File: src/hdl/firCtrlPkg.sv
`default_nettype none

// Sequencing definitions for the FIR controller and the tap lines it drives.
package firCtrlPkg;

	// Controller states.
	// Idle clears the history, LoadCoeffs fills the coefficient line,
	// Run filters samples and Stop ends a run before the next reload.
	typedef enum logic [1:0] {
		Idle       = 2'd0,
		LoadCoeffs = 2'd1,
		Run        = 2'd2,
		Stop       = 2'd3
	} firStateT;

	// Command for one tap line.
	// When both bits are set, clear wins over shift.
	typedef struct packed {
		logic shift;
		logic clear;
	} tapCtrlT;

endpackage

`default_nettype wire

File: src/hdl/tapLine.sv
`timescale 1ns/10ps
`default_nettype none

// Delay line of LENGTH signed words with every tap visible at once.
// Tap 0 holds the newest word, and tap LENGTH-1 holds the oldest.
// Tap p sits at bits p*DATA_WIDTH and up in the flat taps bus.
module tapLine #(
	parameter int LENGTH = 20,
	parameter int DATA_WIDTH = 8
) (
	input wire clock,
	input wire rst,
	input wire firCtrlPkg::tapCtrlT ctrl,
	input wire signed [DATA_WIDTH-1:0] din,
	output logic [LENGTH*DATA_WIDTH-1:0] taps
);

	// One row per tap.
	logic [LENGTH-1:0][DATA_WIDTH-1:0] line;

	// Clear empties the whole line in one cycle and beats a shift in the same cycle.
	// A shift moves every word one tap older and takes din into tap 0.
	always_ff @(posedge clock) begin
		if (rst || ctrl.clear) begin
			line <= '0;
		end else if (ctrl.shift) begin
			for (int p = LENGTH - 1; p > 0; p--) begin
				line[p] <= line[p-1];
			end
			line[0] <= din;
		end
	end

	// The packed rows already lie in flat tap order.
	assign taps = line;

endmodule

`default_nettype wire

File: config.mk
export PLATFORM = sky130hd
export DESIGN_NAME = tapLine
export DESIGN_NICKNAME = d
export VERILOG_FILES = /design/src/hdl/firCtrlPkg.sv /design/src/hdl/tapLine.sv
export SDC_FILE = /design/constraint.sdc
export NUM_CORES = 1
export LEC_CHECK = 0
export BUFFER_PORTS_ARGS = -buffer_cell sky130_fd_sc_hd__buf_2
export CAP_MARGIN = 0
export CORE_ASPECT_RATIO = 1.5
export CORE_MARGIN = 8
export CORE_UTILIZATION = 53
export CTS_BUF_LIST = sky130_fd_sc_hd__clkbuf_4
export CTS_CLUSTER_SIZE = 28
export DETAILED_ROUTE_END_ITERATION = 10
export PLACE_DENSITY = 0.84
export SLEW_MARGIN = 20
export SYNTH_ARGS = -nofsm -noshare
export SYNTH_HDL_FRONTEND = slang
export SYNTH_SLANG_ARGS = --single-unit
File: constraint.sdc
create_clock -name clock -period 1.25 [get_ports clock]
set_input_delay 0.25 -clock clock [delete_from_list [all_inputs] [get_ports clock]]
set_output_delay 0.25 -clock clock [all_outputs]
set_load 0.01 [all_outputs]
==> key figures <==
Status
  – Status: finished, violations left
  – Failing checks: negative setup slack

GRT
  – Initial antenna violation count: 0
  – Total GRT Usage: between 20% and 30%
  – GRT met2 Usage: between 50% and 60%
  – Routing usage on met1: approximately 30%
  – Largest net degree at the start of global routing: 95
  – Overflow after GRT: 0
  – Vias in the first global route: 5,639
  – Met3 GRT Util: under 10%
  – Global-route wire length before repair: between 30,000 and 40,000 µm
  – GR peak layer: met2

Critical path
  – FF-to-FF End: taps[129]
  – Arr. time, crit path: 1740 ps
  – Reg-to-reg slack, setup: approximately 110 ps
  – Critical path launch point type: input port
  – Worst R2R Path Depth: 4
  – Crit Path Max Fanout: 94
  – Crit. End Element: register
  – Critical path class: in2reg
  – WP data required: around 1700 ps
  – Reg2reg start: taps[129]

Synthesis
  – Yosys reg bits: 160
  – Syn Inst Count: 517
  – YS warnings: 0
  – Synth Flop Type: dfxtp_1
  – Post-synth top area cell: dfxtp_1
  – FFs w/ async S/R, synth: 0%
  – Synthesized cell area: around 5700 µm²
  – Yosys cell types: 8
  – Synth top cells by count: dfxtp_1, mux2i_1, nor2_1
  – Post-synthesis sequential area ratio: about 56%
  – Net Count, Synth: 529
  – Syn avg cell area: 11.01 µm²
  – Top-area cell type share of the netlist area: around 56%
  – EDFF count, synth: 0
  – Top area cells in the synthesized netlist: dfxtp_1, mux2i_1, nor2_1

Timing
  – Max Transition Viols Final: 0
  – Worst Clk Skew: ~25 ps
  – Final WS setup: -41.60 ps
  – Hold violation count in the final report: 0
  – Max Clk Rate: between 700 and 800 MHz
  – Least-Margin Pin Slew: slightly above 400 ps
  – Slew headroom: 73.07%
  – Final Cycle Share: 103.3%
  – RSZ-0062 raised after global routing: true
  – Tmin final: around 1300 ps
  – Final setup viols: 86
  – Setup total negative slack: -1218 ps

Routing
  – Vias per cell: ~5.3
  – Pre-Repair DR Iteration Count: 4
  – DR vias: about 5,400
  – Detailed Route WL: roughly 23,000 µm
  – Initial DRC count: ~300
  – Drt wl/cell: between 20 and 25 µm
  – Post-route DRC: 0
  – Post-route ant nets: 0

Floorplanning
  – Die Ht: 142.9 µm
  – Die width: between 100 and 150 µm
  – Core area: around 11,000 µm²
  – Floorplan row count: 46
  – DIE AREA: 14,380 µm²
  – Initial Util: 54.03%
  – Io pins: roughly 170

CTS
  – Clock Latency Late Sink: roughly 530 ps
  – CTS tree: done
  – CTS Buffer Depth: 2
  – Clock sinks: 160
  – TritonCTS buffer count: 17
  – Root Driver: clkbuf_4
  – H-tree depth: 4
  – Clock-pin slew on the worst setup and hold paths: roughly 140 ps

Hold path
  – Hold path start: ctrl[1]
  – Worst hold path type: in2reg
  – Hold-critical path endpoint: taps[15]
  – Hold Path Stages: 3

Cells and area
  – Max FFs per register: 160
  – Share of cells above drive strength 1: between 60% and 70%
  – Final nets: just under 900
  – Fin util: roughly nine tenths
  – Synth-to-layout area growth: 66.62%
  – Final Non-Filler Cells: slightly above 1,000
  – Diodes inserted: 0

Placed design
  – HPWL Detailed: slightly above 9000 µm
  – PortBufs: between 150 and 200
  – Gpl congestion: a little under 0.8
  – DP Cell Count: between 800 and 900

Power and ir drop
  – PD cells: between 900 and 1000 nW/µm²
  – P_sw: 0.002201 W
  – Power Total: between 0.008 and 0.009 W
  – Worst VDD drop: between 0.6 and 0.7 mV
  – Clock share of power: a little over a third
  – P_int: between 0.006 and 0.007 W
  – Static Leak: roughly 4.6 nW
  – Logic pwr share: 5.7%
  – Sw Share: ~25%
  – Sequential share of power: 58.5%

Run
  – Max_cap viols: 0
[per-layer routing]
| layer | vias to the layer above | wire [µm] | part of all wire (%) |
|---|---|---|---|
| met3 | 83 | 1553 | 6.9 |
| met1 | 2589 | 7999 | 36 |
| li1 | 2398 | - | - |
| met4 | 0 | 1189 | 5.3 |
| met5 | - | 0 | 0 |
| met2 | 293 | 11770 | 52 |
[per-stage QoR]
stage                     cell area, µm²  hold slack [ps]  setup WS [ps]
after global routing                9482            168.8         -102.6
after global placement              6629            466.7          105.1
final                               9482            180.5         -41.60
after CTS                           9271            106.8         -69.42
after floorplan                     5690            397.2          217.0
after detailed placement            6629            477.3          70.71
[worst max-delay path by stage]
stage | start | to | slack (ps) | depth (start not counted)
finish | ctrl[0] | taps[86] | -40 | 5
global route | taps[107] | taps[107] | -100 | 1
CTS | taps[49] | taps[49] | -70 | 1
detailed placement | ctrl[1] | taps[147] | 70 | 4
global placement | ctrl[1] | taps[7] | 110 | 4
floorplan | ctrl[1] | taps[0] | 220 | 5
[critical path: stages]
cell           delay (ps)
dlygate4sd3_1         530
buf_2                 140
or2_4                 300
buf_12                220
nor2_1                230
[layout by cell type (no fill, tap or decap)]
cell | Yosys | final
clkbuf_4 | 0 | 18
or2_4 | 0 | 1
nor2_1 | 160 | 160
clkinv_4 | 0 | 2
clkinvlp_4 | 0 | 2
buf_4 | 10 | 172
dlygate4sd3_1 | 0 | 10
buf_6 | 13 | 160
bufinv_16 | 0 | 2
dfxtp_4 | 0 | 6
inv_6 | 0 | 2
dfxtp_2 | 0 | 154
buf_2 | 7 | 10
clkinv_2 | 0 | 6
clkbuf_8 | 0 | 1
mux2i_1 | 160 | 160
buf_12 | 0 | 7
[layout make-up]
type,instances,area [µm²]
well taps,144,180.2
clock buffers,18,135.1
multi-input cells,321,2211
repair buffers,360,3397
flip-flops and latches,160,3418
clock inverters,14,140.1
fillers,390,1051
[power groups by stage]
stage,Clock [W],Sequential [W],Combinational (W)
floorplan,0,0.00524,0.000349
global placement,0,0.00523,0.000409
detailed placement,0,0.00523,0.000416
CTS,0.00305,0.00511,0.000474
global route,0.00337,0.00510,0.000517
finish,0.00313,0.00510,0.000494
[kinds of logic after synthesis]
group	after synthesis	synth area share [%]
buffers and inverters	36	4.903
and+or+nand+nor	161	10.66
DFF	160	56.29
muxes	160	28.14
[timing repair]
action,4_1_cts,5_1_grt
gates resized for setup,331,3
hold endpoints to repair,9,0
setup endpoints to repair,160,160
setup buffers,141,27
hold buffers,10,0
gates cloned,0,0
(Power assumes the default switching activity.)
