`config.mk`:
```
export PLATFORM = sky130hd
export DESIGN_NAME = firControl
export DESIGN_NICKNAME = d
export VERILOG_FILES = /design/src/hdl/firCtrlPkg.sv /design/src/hdl/firControl.sv
export SDC_FILE = /design/constraint.sdc
export NUM_CORES = 1
export LEC_CHECK = 0
export ABC_AREA = 1
export BUFFER_PORTS_ARGS = -buffer_cell sky130_fd_sc_hd__buf_2
export CAP_MARGIN = 20
export CORE_AREA = 10 10 47 49
export DETAILED_ROUTE_END_ITERATION = 12
export DIE_AREA = 0 0 57 59
export PLACE_DENSITY_LB_ADDON = 0.25
export SYNTH_ARGS = -nofsm -noshare
export SYNTH_HDL_FRONTEND = slang
export SYNTH_SLANG_ARGS = --single-unit
```
`constraint.sdc`:
```
create_clock -name clock -period 0.8 [get_ports clock]
set_input_delay 0.08 -clock clock [delete_from_list [all_inputs] [get_ports clock]]
set_output_delay 0.08 -clock clock [all_outputs]
set_load 0.03 [all_outputs]
```
`src/hdl/firCtrlPkg.sv`:
```
`default_nettype none

// Sequencing definitions for the FIR controller and the tap lines it drives.
package firCtrlPkg;

	// Controller states.
	// Idle clears the history, LoadCoeffs fills the coefficient line,
	// Run filters samples and Stop ends a run before the next reload.
	typedef enum logic [1:0] {
		Idle       = 2'd0,
		LoadCoeffs = 2'd1,
		Run        = 2'd2,
		Stop       = 2'd3
	} firStateT;

	// Command for one tap line.
	// When both bits are set, clear wins over shift.
	typedef struct packed {
		logic shift;
		logic clear;
	} tapCtrlT;

endpackage

`default_nettype wire

```
`src/hdl/firControl.sv`:
```
`timescale 1ns/10ps
`default_nettype none

// Sequencer of the FIR filter.
// It clears the history, loads the coefficients, runs the filter and stops on request.
// After a stop it goes round the same sequence again.
module firControl (
	input wire clock,
	input wire rst,
	input wire loadData,
	input wire stopLoad,
	input wire coeffLast,
	output logic coeffEnable,
	output firCtrlPkg::tapCtrlT coeffCtrl,
	output firCtrlPkg::tapCtrlT dataCtrl,
	output logic macStart,
	output logic ready
);

	firCtrlPkg::firStateT state;
	firCtrlPkg::firStateT stateNext;

	// High for a sample strobe that arrives while the filter runs.
	logic sampleTaken;

	// Idle lasts a single cycle.
	// LoadCoeffs lasts until the ROM flags its last word, which is LENGTH cycles.
	// A stop request in Run takes effect at the next edge, and Stop lasts one cycle.
	always_comb begin
		stateNext = state;
		case (state)
			firCtrlPkg::Idle: begin
				stateNext = firCtrlPkg::LoadCoeffs;
			end
			firCtrlPkg::LoadCoeffs: begin
				if (coeffLast) begin
					stateNext = firCtrlPkg::Run;
				end
			end
			firCtrlPkg::Run: begin
				if (stopLoad) begin
					stateNext = firCtrlPkg::Stop;
				end
			end
			default: begin
				stateNext = firCtrlPkg::Idle;
			end
		endcase
	end

	// Samples are only accepted in Run.
	// A strobe in the same cycle as a stop request is still filtered.
	assign sampleTaken = loadData && (state == firCtrlPkg::Run);

	// The ROM runs only while the coefficient line is being filled.
	assign coeffEnable = (state == firCtrlPkg::LoadCoeffs);

	// Both lines are emptied in Idle.
	// The coefficient line shifts on every load cycle.
	// The sample line shifts once for each accepted sample.
	always_comb begin
		coeffCtrl.clear = (state == firCtrlPkg::Idle);
		coeffCtrl.shift = (state == firCtrlPkg::LoadCoeffs);
		dataCtrl.clear = (state == firCtrlPkg::Idle);
		dataCtrl.shift = sampleTaken;
	end

	// ready is decoded from the next state, so it rises on the edge that enters Run.
	// It falls on the edge that leaves Run.
	// macStart trails the sample shift by one cycle, so the MAC sees the updated taps.
	always_ff @(posedge clock) begin
		if (rst) begin
			state <= firCtrlPkg::Idle;
			ready <= 1'b0;
			macStart <= 1'b0;
		end else begin
			state <= stateNext;
			ready <= (stateNext == firCtrlPkg::Run);
			macStart <= sampleTaken;
		end
	end

endmodule

`default_nettype wire

```
==> impl_metrics.yaml <==
synth:
  avgSynthCellArea_um2: 6.569
  async_flop_share_pct: 0
  ys_ff_latch: 4
  synth_cells: 28
  synth_cell_types: 7
  yosysSeqAreaShare_pct: 43.54
  synthFlopType: "dfxtp_1"
  synth_top_cell_by_area: "dfxtp_1"
  synth_area_um2: 183.9
  syn-num-nets: 33
  synth_most_common_cell: "inv_1"
  synth_edf_count: 0
  ys_warn_count: 0
  synth_common_cells: "8 x inv_1, 6 x nand2_1, 5 x nor2_1"
  synth_top_area_share_pct: 43.54
  synth_area_leaders: "dfxtp_1 44%, inv_1 16%, buf_4 12%"
sta:
  worst_pin_slew_ps: 136.8
  skew_ps: 0.7433
  fin_ws_ps: -200.9
  finalSetupViolations: 7
  finalCriticalPeriod_ps: 1001
  rsz0062_at_grt: "true"
  drv_slew: 0
  min_period_over_period_pct: 125.1
  max_freq_mhz: 999.1
  slew_headroom_pct: 90.81
  finalHoldViolations: 0
pwr:
  power_density_mw_per_mm2: 1818
  power_leakage_nw: 0.1987
  peakVddDrop_uv: 683.2
grt:
  grt_pass1_wl_um: 848
  grtUsageTotal_pct: 3.459
  first_global_vias: 224
  grt_max_degree: 6
  gr-max-usage-layer: "met2"
  grtUsageMet1_pct: 2.854
  grtUsageMet3_pct: 4.292
  antenna_found_initial: 0
  grt_use_met2_pct: 4.651
  grt-ovfl-total: 0
place:
  io_buffers: 11
  dp_slack_ps: -19.24
  dp_cells: 56
  gp_congestion: 0.6649
critical_path:
  path_class: "reg2out"
  path_max_fanout: 3
  cp-start-kind: "flip-flop"
  endpoint_kind: "primary output"
  critPathArrivalTime_ps: 920
  critPathRequiredTime_ps: 720
floorplanning:
  core_area_mm2: 0.001401
  die_y_um: 59
  initial_utilization_pct: 13.12
  num_rows: 14
  die_area_mm2: 0.003363
  die_x_um: 57
  ioPinCount: 12
drt:
  drtIter0Drc: 0
  dr.pass1.iters: 1
  viasPerCell: 3.367
  wl_per_cell_um: 8.267
  drcViolationCount: 0
  drtAntennaViolNets: 0
  finalWirelength_um: 496
  num_vias: 202
run_status:
  status: "finished with violations"
  violations: "negative setup slack"
clocking:
  cts.hold.buffers_added: 0
  cts.sinks: 4
  clkLatencyLatePin_ps: 230
  clk_pin_slew_ps: 30
  h-tree-depth: 1
  cts_made_buffers: 3
  root_buffer: "clkbuf_4"
  cts_tree: "done"
  clockBufferDepth: 2
layout:
  nets: 51
  stdcell_count: 60
  layout-drive-gt1-share_pct: 65.91
  n_antenna_cell: 0
  synthToLayoutAreaGrowth_pct: 98.64
hold_path:
  hold_class: "in2reg"
flow_run:
  maxCapViolCount: 0
==> worst paths after layout <==
| path | start | end | slack [ps] | cells past startpoint |
|---|---|---|---|---|
| min | rst | state[0] | 30 | 2 |
| max | state[0] | coeffCtrl[0] | -200 | 3 |
| min reg2reg | state[1] | state[0] | 560 | 3 |
| max reg2reg | state[1] | ready | -60 | 6 |
==> metal layers <==
layer	vias up	wire, um
li1	107	-
met4	0	0
met5	-	0
met3	0	96
met1	85	182
met2	10	217
==> metrics by stage <==
stage	TNS [ps]	total power [mW]	utilization, %	cell area, um^2	hold WS (ps)
finish	-1043	0.6644	26.07	365.4	28.75
global route	-1559	0.7152	26.07	365.4	42.13
CTS	-1094	0.6750	24.64	345.3	28.14
detailed placement	-19.24	0.3768	19.73	276.5	270.8
global placement	-24.14	0.3760	19.73	276.5	267.3
floorplan	-20.69	0.3353	-	197.7	141.7
==> what timing repair did <==
item | in CTS | in global routing
setup buffers | 1 | 0
pin swaps | 1 | 1
endpoints found under the setup margin | 7 | 10
resized for setup | 14 | 8
==> where the power goes <==
| group | internal (mW) | leakage, nW | switching [mW] |
|---|---|---|---|
| registers | 0.211 | 0.0336 | 0.0104 |
| clock network | 0.167 | 0.0138 | 0.0732 |
| logic | 0.0962 | 0.151 | 0.107 |
| total | 0.474 | 0.199 | 0.190 |
==> placed cells by master, fill, tap and decap left out <==
cell	synthesis	final
dfxtp_4	0	1
nor3_1	1	1
inv_2	0	2
inv_1	8	6
buf_4	3	5
nor2_1	5	2
a21oi_1	1	1
nor2_4	0	1
buf_2	0	4
buf_6	0	7
nor2_2	0	2
nand2_1	6	3
dfxtp_2	0	1
clkbuf_4	0	3
nand2_2	0	3
dfxtp_1	4	2
==> area by class of cell <==
class,count,area (um^2)
clock buffer,3,22.52
multi-input combinational,13,71.32
timing repair buffer,16,136.4
sequential,4,85.08
tap,16,20.02
inverter,8,30.03
fill,167,1036
==> registers in the layout, summed over array words and instances (netlist names) <==
register  cells
macStart      1
ready         1
state         2
==> critical path, stage by stage, from the launching register on <==
cell and delay (ps):
dfxtp_2 330, buf_6 120, nor2_4 110, buf_6 140
==> kinds of logic (layout without fill, tap and decap cells) <==
kind of cell	Yosys count	in the layout	synth area share [%]
AO/OA/AOI/OAI	1	1	2.718
buffers and inverters	11	27	28.57
flip-flops	4	4	43.54
AND/OR/NAND/NOR	12	12	25.17
No activity file was read; power rests on OpenSTA's default activity.
