$ cat config.mk
export PLATFORM = sky130hd
export DESIGN_NAME = coeffRom
export DESIGN_NICKNAME = d
export VERILOG_FILES = /design/src/hdl/firTypesPkg.sv /design/src/hdl/coeffRom.sv
export SDC_FILE = /design/constraint.sdc
export NUM_CORES = 1
export LEC_CHECK = 0
export ABC_AREA = 1
export BUFFER_PORTS_ARGS = -buffer_cell sky130_fd_sc_hd__buf_4
export CAP_MARGIN = 20
export CORE_AREA = 2 2 39 41
export CTS_BUF_LIST = sky130_fd_sc_hd__clkbuf_4
export CTS_CLUSTER_SIZE = 10
export DETAILED_ROUTE_END_ITERATION = 8
export DIE_AREA = 0 0 41 43
export PLACE_DENSITY = 0.84
export SYNTH_ARGS = -nofsm -noshare
export SYNTH_HDL_FRONTEND = slang
export SYNTH_SLANG_ARGS = --single-unit
$ cat constraint.sdc
create_clock -name clock -period 3.5 [get_ports clock]
set_input_delay 0.525 -clock clock [delete_from_list [all_inputs] [get_ports clock]]
set_output_delay 0.525 -clock clock [all_outputs]
set_load 0.05 [all_outputs]
$ cat src/hdl/firTypesPkg.sv
`default_nettype none

// Numeric definitions shared by the FIR datapath and its testbench model.
package firTypesPkg;

	// Largest number of taps the coefficient table can serve.
	localparam int MAX_TAPS = 32;

	// Built-in coefficient table, entry 0 first.
	// A filter with LENGTH taps reads entries 0 to LENGTH-1 only.
	// The pattern is deliberately not symmetric, so a reversed load order shows up.
	localparam logic signed [7:0] COEFF_TABLE [0:MAX_TAPS-1] = '{
		8'sd3,   -8'sd7,  8'sd12,  8'sd25, -8'sd18,  8'sd40,  8'sd66, -8'sd31,
		8'sd97,  8'sd127, -8'sd120, 8'sd54, -8'sd9,  8'sd21,  8'sd1,  -8'sd45,
		8'sd33,  -8'sd2,  8'sd14,  8'sd88, -8'sd60,  8'sd5,  -8'sd77,  8'sd19,
		8'sd46,  -8'sd11, 8'sd70, -8'sd24,  8'sd8,  -8'sd99,  8'sd37, -8'sd4
	};

	// Width of a full-precision sum of LENGTH products of two DATA_WIDTH words.
	// Each product needs twice the word width, and the sum grows by log2 of the tap count.
	function automatic int accWidth(input int dataWidth, input int length);
		return 2 * dataWidth + $clog2(length);
	endfunction

endpackage

`default_nettype wire

$ cat src/hdl/coeffRom.sv
`timescale 1ns/10ps
`default_nettype none

// Streams the first LENGTH entries of the coefficient table, one per cycle.
// The stream starts at entry 0 on the first enabled cycle.
// It restarts from entry 0 whenever enable has been low for a cycle.
module coeffRom #(
	parameter int LENGTH = 20,
	parameter int DATA_WIDTH = 8
) (
	input wire clock,
	input wire rst,
	input wire enable,
	output logic signed [DATA_WIDTH-1:0] coeffWord,
	output logic coeffLast
);

	// The index needs at least one bit, even for a single-tap filter.
	localparam int IDX_WIDTH = (LENGTH > 1) ? $clog2(LENGTH) : 1;
	localparam logic [IDX_WIDTH-1:0] LAST_IDX = IDX_WIDTH'(LENGTH - 1);

	// Table position of the word currently on coeffWord.
	logic [IDX_WIDTH-1:0] index;

	// The index steps once per enabled cycle.
	// It stops on the last entry, so it never points past the used part of the table.
	// Dropping enable sends it back to the start for the next load.
	always_ff @(posedge clock) begin
		if (rst) begin
			index <= '0;
		end else if (!enable) begin
			index <= '0;
		end else if (index != LAST_IDX) begin
			index <= index + 1'b1;
		end
	end

	// The table holds 8-bit words.
	// The size cast sign-extends or trims them to the sample width.
	assign coeffWord = DATA_WIDTH'(firTypesPkg::COEFF_TABLE[index]);

	// Flags the word that completes the load.
	// The controller leaves LoadCoeffs on this word.
	assign coeffLast = (index == LAST_IDX);

endmodule

`default_nettype wire

==> metrics, run 1 <==
Fin. Hold Viols 0; total of max-cap violations 0; synthesized cell area 808.3 µm²; DP Worst Slack 1153 ps; largest registers index: 5 flops; grt total ovfl 0; share of layout cells above drive strength 1 12.26%; setup bufs post-CTS 0; TNS Setup 0 ps; routability cong. roughly 0.84; hold path startpoint rst; dpl hpwl ~1300 µm; CTS tree yes; DRT Wirelength ~1800 µm; # setup viols final 0; PwrDens between 200 and 250 nW/µm²; vias in the first global route around 750; ant diodes 0; slew margin rel. between 60% and 70%; Syn Inst Count 148; Crit Path Category flip-flop to output pin; critical path capture point type output pin; Syn Nets about 160; # IOs 12; pin count of the biggest net entering global routing 21; mean routed wirelength per cell around 11 µm; RSZ-0062 raised after global routing no; Worst EP required 2970 ps; fmax roughly 0.38 GHz; PnR worst setup slack ~870 ps; DRT met1 WL 833 µm; CTS resizes 0; Yosys top cell area share 31.11%; outcome completed; vias per cell 5.462; highest metal used met4; largest reg by FF count index; register-to-register setup slack ~2000 ps; Ys Warns 0; CTS clk-pin slew, worst paths 40 ps; Core Region approximately 1400 µm²; Top delay family on crit path buffers and inverters; Hold Path Cell Cnt 4; Die W around 41 µm; max FFs per register 5; Reg2Reg Capture Point index[1]$_SDFFE_PP0N_; Port Buffers 11; CP Cell Sequence clkinv_1 > ha_1 > inv_1 > nand2_1 > nand2_1 > nand2_1 > a21oi_1 > buf_4; drt pass-1 iters 4; Rows 14; Startpoint Class flip-flop; clk_lat worst skew about 250 ps; Die H roughly 43 µm; CTS buffer count 3; P_leak approximately 0.00047 µW; crit-path max FO 11; via count around 930; antenna-violating nets left 0; DR WL met3 approximately 88 µm; Tcrit/Tclk final 75.18%; CP max stage delay around 440 ps; Layout area overhead 8.824%; WP buf/inv 3; Worst Hold End index[0]$_SDFFE_PP0N_; clk sink count 5; CTS max path bufs 2; Yosys reg bits 5; hold crit path type input port to flip-flop; CP arrival ~2100 ps; Root Buffer clkbuf_4; fin util between 60 and 70%; Slew Viols, Final 0; commonest non-fill, non-tap cells in the layout nand2_1, nand3_1, nor2_1, buf_4, inv_1; Synth area leaders nand2_1, nand3_1, dfxtp_1; post-synth cell types 19; cell accounting for the most synthesized area nand2_1; slowest stage cell, crit path dfxtp_1; Overall Global Routing Usage 25.18%; initial DRC count 31; peak supply drop approximately 0.17 mV; most common cell after layout, fill and taps aside nand2_1; final layout net count approximately 170; DRC viols 0; Initial Utilization 58.41%; Tmin final 2631 ps; metal2 WL 908 µm; register area share after synthesis between 10% and 20%; R2R depth 4; CTS Hold Bufs 0; initial antenna violation count 0; die area 1763 µm²; Worst Max-Slew Pin Slew 585.5 ps; Fin Clk Skew ~5.6 ps; worst reg2reg path startpoint index[0]$_SDFFE_PP0N_; Mapped Avg Cell Area between 5 and 6 µm²; cell mode on critical path nand2_1; global-route wire length before repair 3084 µm; H-Tree Level Count 1
-- stage by stage --
step / cell area [µm²] / instances / total power (µW) / hold slack (ps)
final: 879.6 / 171 / 200.1 / 558.7
after global routing: 879.6 / 171 / 211.5 / 579.6
after CTS: 879.6 / 171 / 204.1 / 542.9
after detailed placement: 849.6 / 167 / 125.0 / 715.2
after global placement: 849.6 / 167 / 124.2 / 713.8
after floorplan: 808.3 / 148 / 109.6 / 534.5
-- cell type report --
type / count / area [µm²]
well taps: 16 / 20.02
fillers: 133 / 504.2
repair buffers: 11 / 82.58
multi-input cells: 123 / 599.3
clock buffers: 4 / 30.03
flip-flops and latches: 5 / 100.1
inverters: 12 / 47.55
-- per-layer routing --
layer	GRT usage, %	up-vias
li1	-	480
met1	32.47	409
met2	38.44	43
met3	3.141	2
met4	14.00	0
met5	0	-
-- report_power, final --
group / switching (µW) / internal (µW)
registers: 2.48 / 58.3
logic: 43.5 / 20.2
clock network: 24.7 / 50.9
-- logic make-up after synthesis --
| family | synth area share [%] |
|---|---|
| xor+xnor | 1.084 |
| buf+inv | 13.47 |
| flops | 12.38 |
| compound gates | 4.953 |
| simple gates | 55.73 |
| fa+ha+maj | 12.38 |
-- synthesized netlist by cell type --
| cell type | instances |
|---|---|
| inv_2 | 1 |
| ha_1 | 8 |
| nor2_1 | 14 |
| buf_2 | 4 |
| a21oi_1 | 4 |
| xor2_1 | 1 |
| inv_1 | 9 |
| clkinv_1 | 1 |
| buf_4 | 1 |
| nand4_1 | 2 |
| nand3_4 | 1 |
| nor2_4 | 1 |
| nand2_1 | 67 |
| dfxtp_1 | 5 |
| inv_4 | 1 |
| buf_6 | 3 |
| o21ai_1 | 1 |
| o21ai_0 | 3 |
| nand3_1 | 21 |
-- how the worst max path moves through the flow --
| stage | depth (start not counted) | slack (ps) | startpoint | endpoint |
|---|---|---|---|---|
| floorplan | 7 | 890 | index[0]$_SDFFE_PP0N_ | coeffWord[3] |
| global placement | 8 | 1220 | index[0]$_SDFFE_PP0N_ | coeffWord[3] |
| detailed placement | 8 | 1150 | index[0]$_SDFFE_PP0N_ | coeffWord[3] |
| CTS | 8 | 870 | index[0]$_SDFFE_PP0N_ | coeffWord[3] |
| global route | 8 | 700 | index[0]$_SDFFE_PP0N_ | coeffWord[3] |
| finish | 8 | 870 | index[0]$_SDFFE_PP0N_ | coeffWord[3] |
-- tightest hold or removal path, stage by stage --
cell	delay, ps
buf_4	80
nor2_1	60
nand2_1	70
nor2_1	30
Note: power is estimated with default switching activity, not from simulation.
==> run 2: changes to the inputs <==
--- a/config.mk
+++ b/config.mk
@@ -8,12 +8,12 @@
 export ABC_AREA = 1
 export BUFFER_PORTS_ARGS = -buffer_cell sky130_fd_sc_hd__buf_4
 export CAP_MARGIN = 20
-export CORE_AREA = 2 2 39 41
+export CORE_MARGIN = 1
+export CORE_UTILIZATION = 58
 export CTS_BUF_LIST = sky130_fd_sc_hd__clkbuf_4
 export CTS_CLUSTER_SIZE = 10
 export DETAILED_ROUTE_END_ITERATION = 8
-export DIE_AREA = 0 0 41 43
-export PLACE_DENSITY = 0.84
+export PLACE_DENSITY = 0.81
 export SYNTH_ARGS = -nofsm -noshare
 export SYNTH_HDL_FRONTEND = slang
 export SYNTH_SLANG_ARGS = --single-unit
==> constraint.sdc (replaced) <==
create_clock -name clock -period 2.7 [get_ports clock]
set_input_delay 0.405 -clock clock [delete_from_list [all_inputs] [get_ports clock]]
set_output_delay 0.405 -clock clock [all_outputs]
set_load 0.05 [all_outputs]
==> run 2 against run 1 <==
Compared with the run above: combinational power grew 32%; cell count up 0.58%; global-route usage grew 1.9 points; flip-flop and latch count stayed put; die area fell by 12%; wire length increased by 5.7%; count of clock-buffer cells in the layout is the same; core utilization increased by 5.4 points; first-iteration DRC count grew 61%; via count shrank 1.8%; sequential share of layout area decreased by 0.22 points; critical path type unchanged; critical endpoint unchanged; largest power group unchanged.
==> metrics, run 2 (synthesis results as in run 1) <==
pin count of the biggest net entering global routing 21; CTS buffer count 3; CTS Hold Bufs 0; DR WL met3 105 µm; fmax approximately 0.4 GHz; Initial Utilization between 60% and 70%; dpl hpwl roughly 1400 µm; final layout net count around 170; Die H ~39 µm; PwrDens 286.0 nW/µm²; CTS tree yes; # setup viols final 0; metal2 WL around 980 µm; clk sink count 5; share of layout cells above drive strength 1 between 10 and 15%; total of max-cap violations 0; setup bufs post-CTS 0; peak supply drop around 0.36 mV; TNS Setup 0 ps; hold crit path type input port to flip-flop; commonest non-fill, non-tap cells in the layout nand2_1, nand3_1, nor2_1, buf_4, inv_1; Startpoint Class flip-flop; DRC viols 0; ant diodes 0; Die W a little under 40 µm; Root Buffer clkbuf_4; PnR worst setup slack 192.2 ps; Fin Clk Skew 2.557 ps; highest metal used met3; vias per cell 5.331; DRT met1 WL approximately 870 µm; H-Tree Level Count 1; DRT Wirelength a little under 2000 µm; CTS max path bufs 2; Tmin final 2508 ps; Overall Global Routing Usage about 27%; antenna-violating nets left 0; CTS clk-pin slew, worst paths about 40 ps; Worst Max-Slew Pin Slew 433.6 ps; via count ~920; routability cong. about 0.9; Slew Viols, Final 0; Crit Path Category flip-flop to output pin; largest reg by FF count index; DP Worst Slack about 450 ps; grt total ovfl 0; slew margin rel. 71.06%; Core Region 1301 µm²; clk_lat worst skew between 200 and 250 ps; Fin. Hold Viols 0; largest registers index: 5 flops; initial antenna violation count 0; mean routed wirelength per cell between 10 and 15 µm; drt pass-1 iters 4; RSZ-0062 raised after global routing no; outcome completed; global-route wire length before repair 2849 µm; most common cell after layout, fill and taps aside nand2_1; # IOs 12; Tcrit/Tclk final between 90% and 100%; crit-path max FO 11; critical path capture point type output pin; initial DRC count 50; max FFs per register 5; CTS resizes 0; P_leak ~0.00048 µW; vias in the first global route roughly 660; CP arrival approximately 2100 ps; Worst EP required about 2300 ps; Layout area overhead 10.99%; Port Buffers 11; Rows 13; die area roughly 1500 µm²
## run 2: worst max-delay path: stages, from the launching register on
cell and delay (ps):
dfxtp_1 470, clkinvlp_4 280, ha_1 410, inv_1 90, nand2_1 90, nand2_1 70, nand2_1 50, a21oi_1 190
buf_4 220
## run 2: stage by stage
stage	std cells	util, %	hold slack (ps)	power (µW)	instance area [µm²]
after detailed placement	168	66.35	689.5	162.5	863.3
final	172	68.94	452.3	256.6	897.1
after global placement	168	66.35	687.3	161.1	863.3
after CTS	172	68.65	444.6	257.7	893.4
after floorplan	148	-	534.5	142.1	808.3
after global routing	172	68.94	473.1	271.3	897.1
## run 2: final timing paths
| kind | end | cells past startpoint | slack (ps) | start |
|---|---|---|---|---|
| setup / recovery | coeffWord[3] | 8 | 190 | index[0]$_SDFFE_PP0N_ |
| hold / removal | index[0]$_SDFFE_PP0N_ | 4 | 450 | rst |
| setup reg to reg | index[1]$_SDFFE_PP0N_ | 4 | 1260 | index[0]$_SDFFE_PP0N_ |
| hold reg to reg | index[4]$_SDFFE_PP0N_ | 3 | 700 | index[3]$_SDFFE_PP0N_ |
## run 2: area by class of cell
class | instances | area, µm²
Inverter | 12 | 51.30
Multi-Input combinational cell | 123 | 599.3
Clock buffer | 4 | 30.03
Tap cell | 15 | 18.77
Sequential cell | 5 | 100.1
Fill cell | 123 | 404.1
Timing Repair Buffer | 13 | 97.59
## run 2: where the power goes
group          switching [µW]  leakage [µW]  internal, µW  total, µW
clock network            27.8     0.0000184          65.7       93.5
logic                    57.5      0.000417          26.5       84.1
registers                3.41     0.0000406          75.6       79.0
total                    88.8      0.000476           168        257
## run 2: per-layer routing
| metal | global-route usage (%) | vias up |
|---|---|---|
| met5 | 0 | - |
| met4 | 7.759 | 0 |
| met3 | 3.409 | 0 |
| met2 | 45.83 | 36 |
| met1 | 35.40 | 398 |
| li1 | - | 483 |
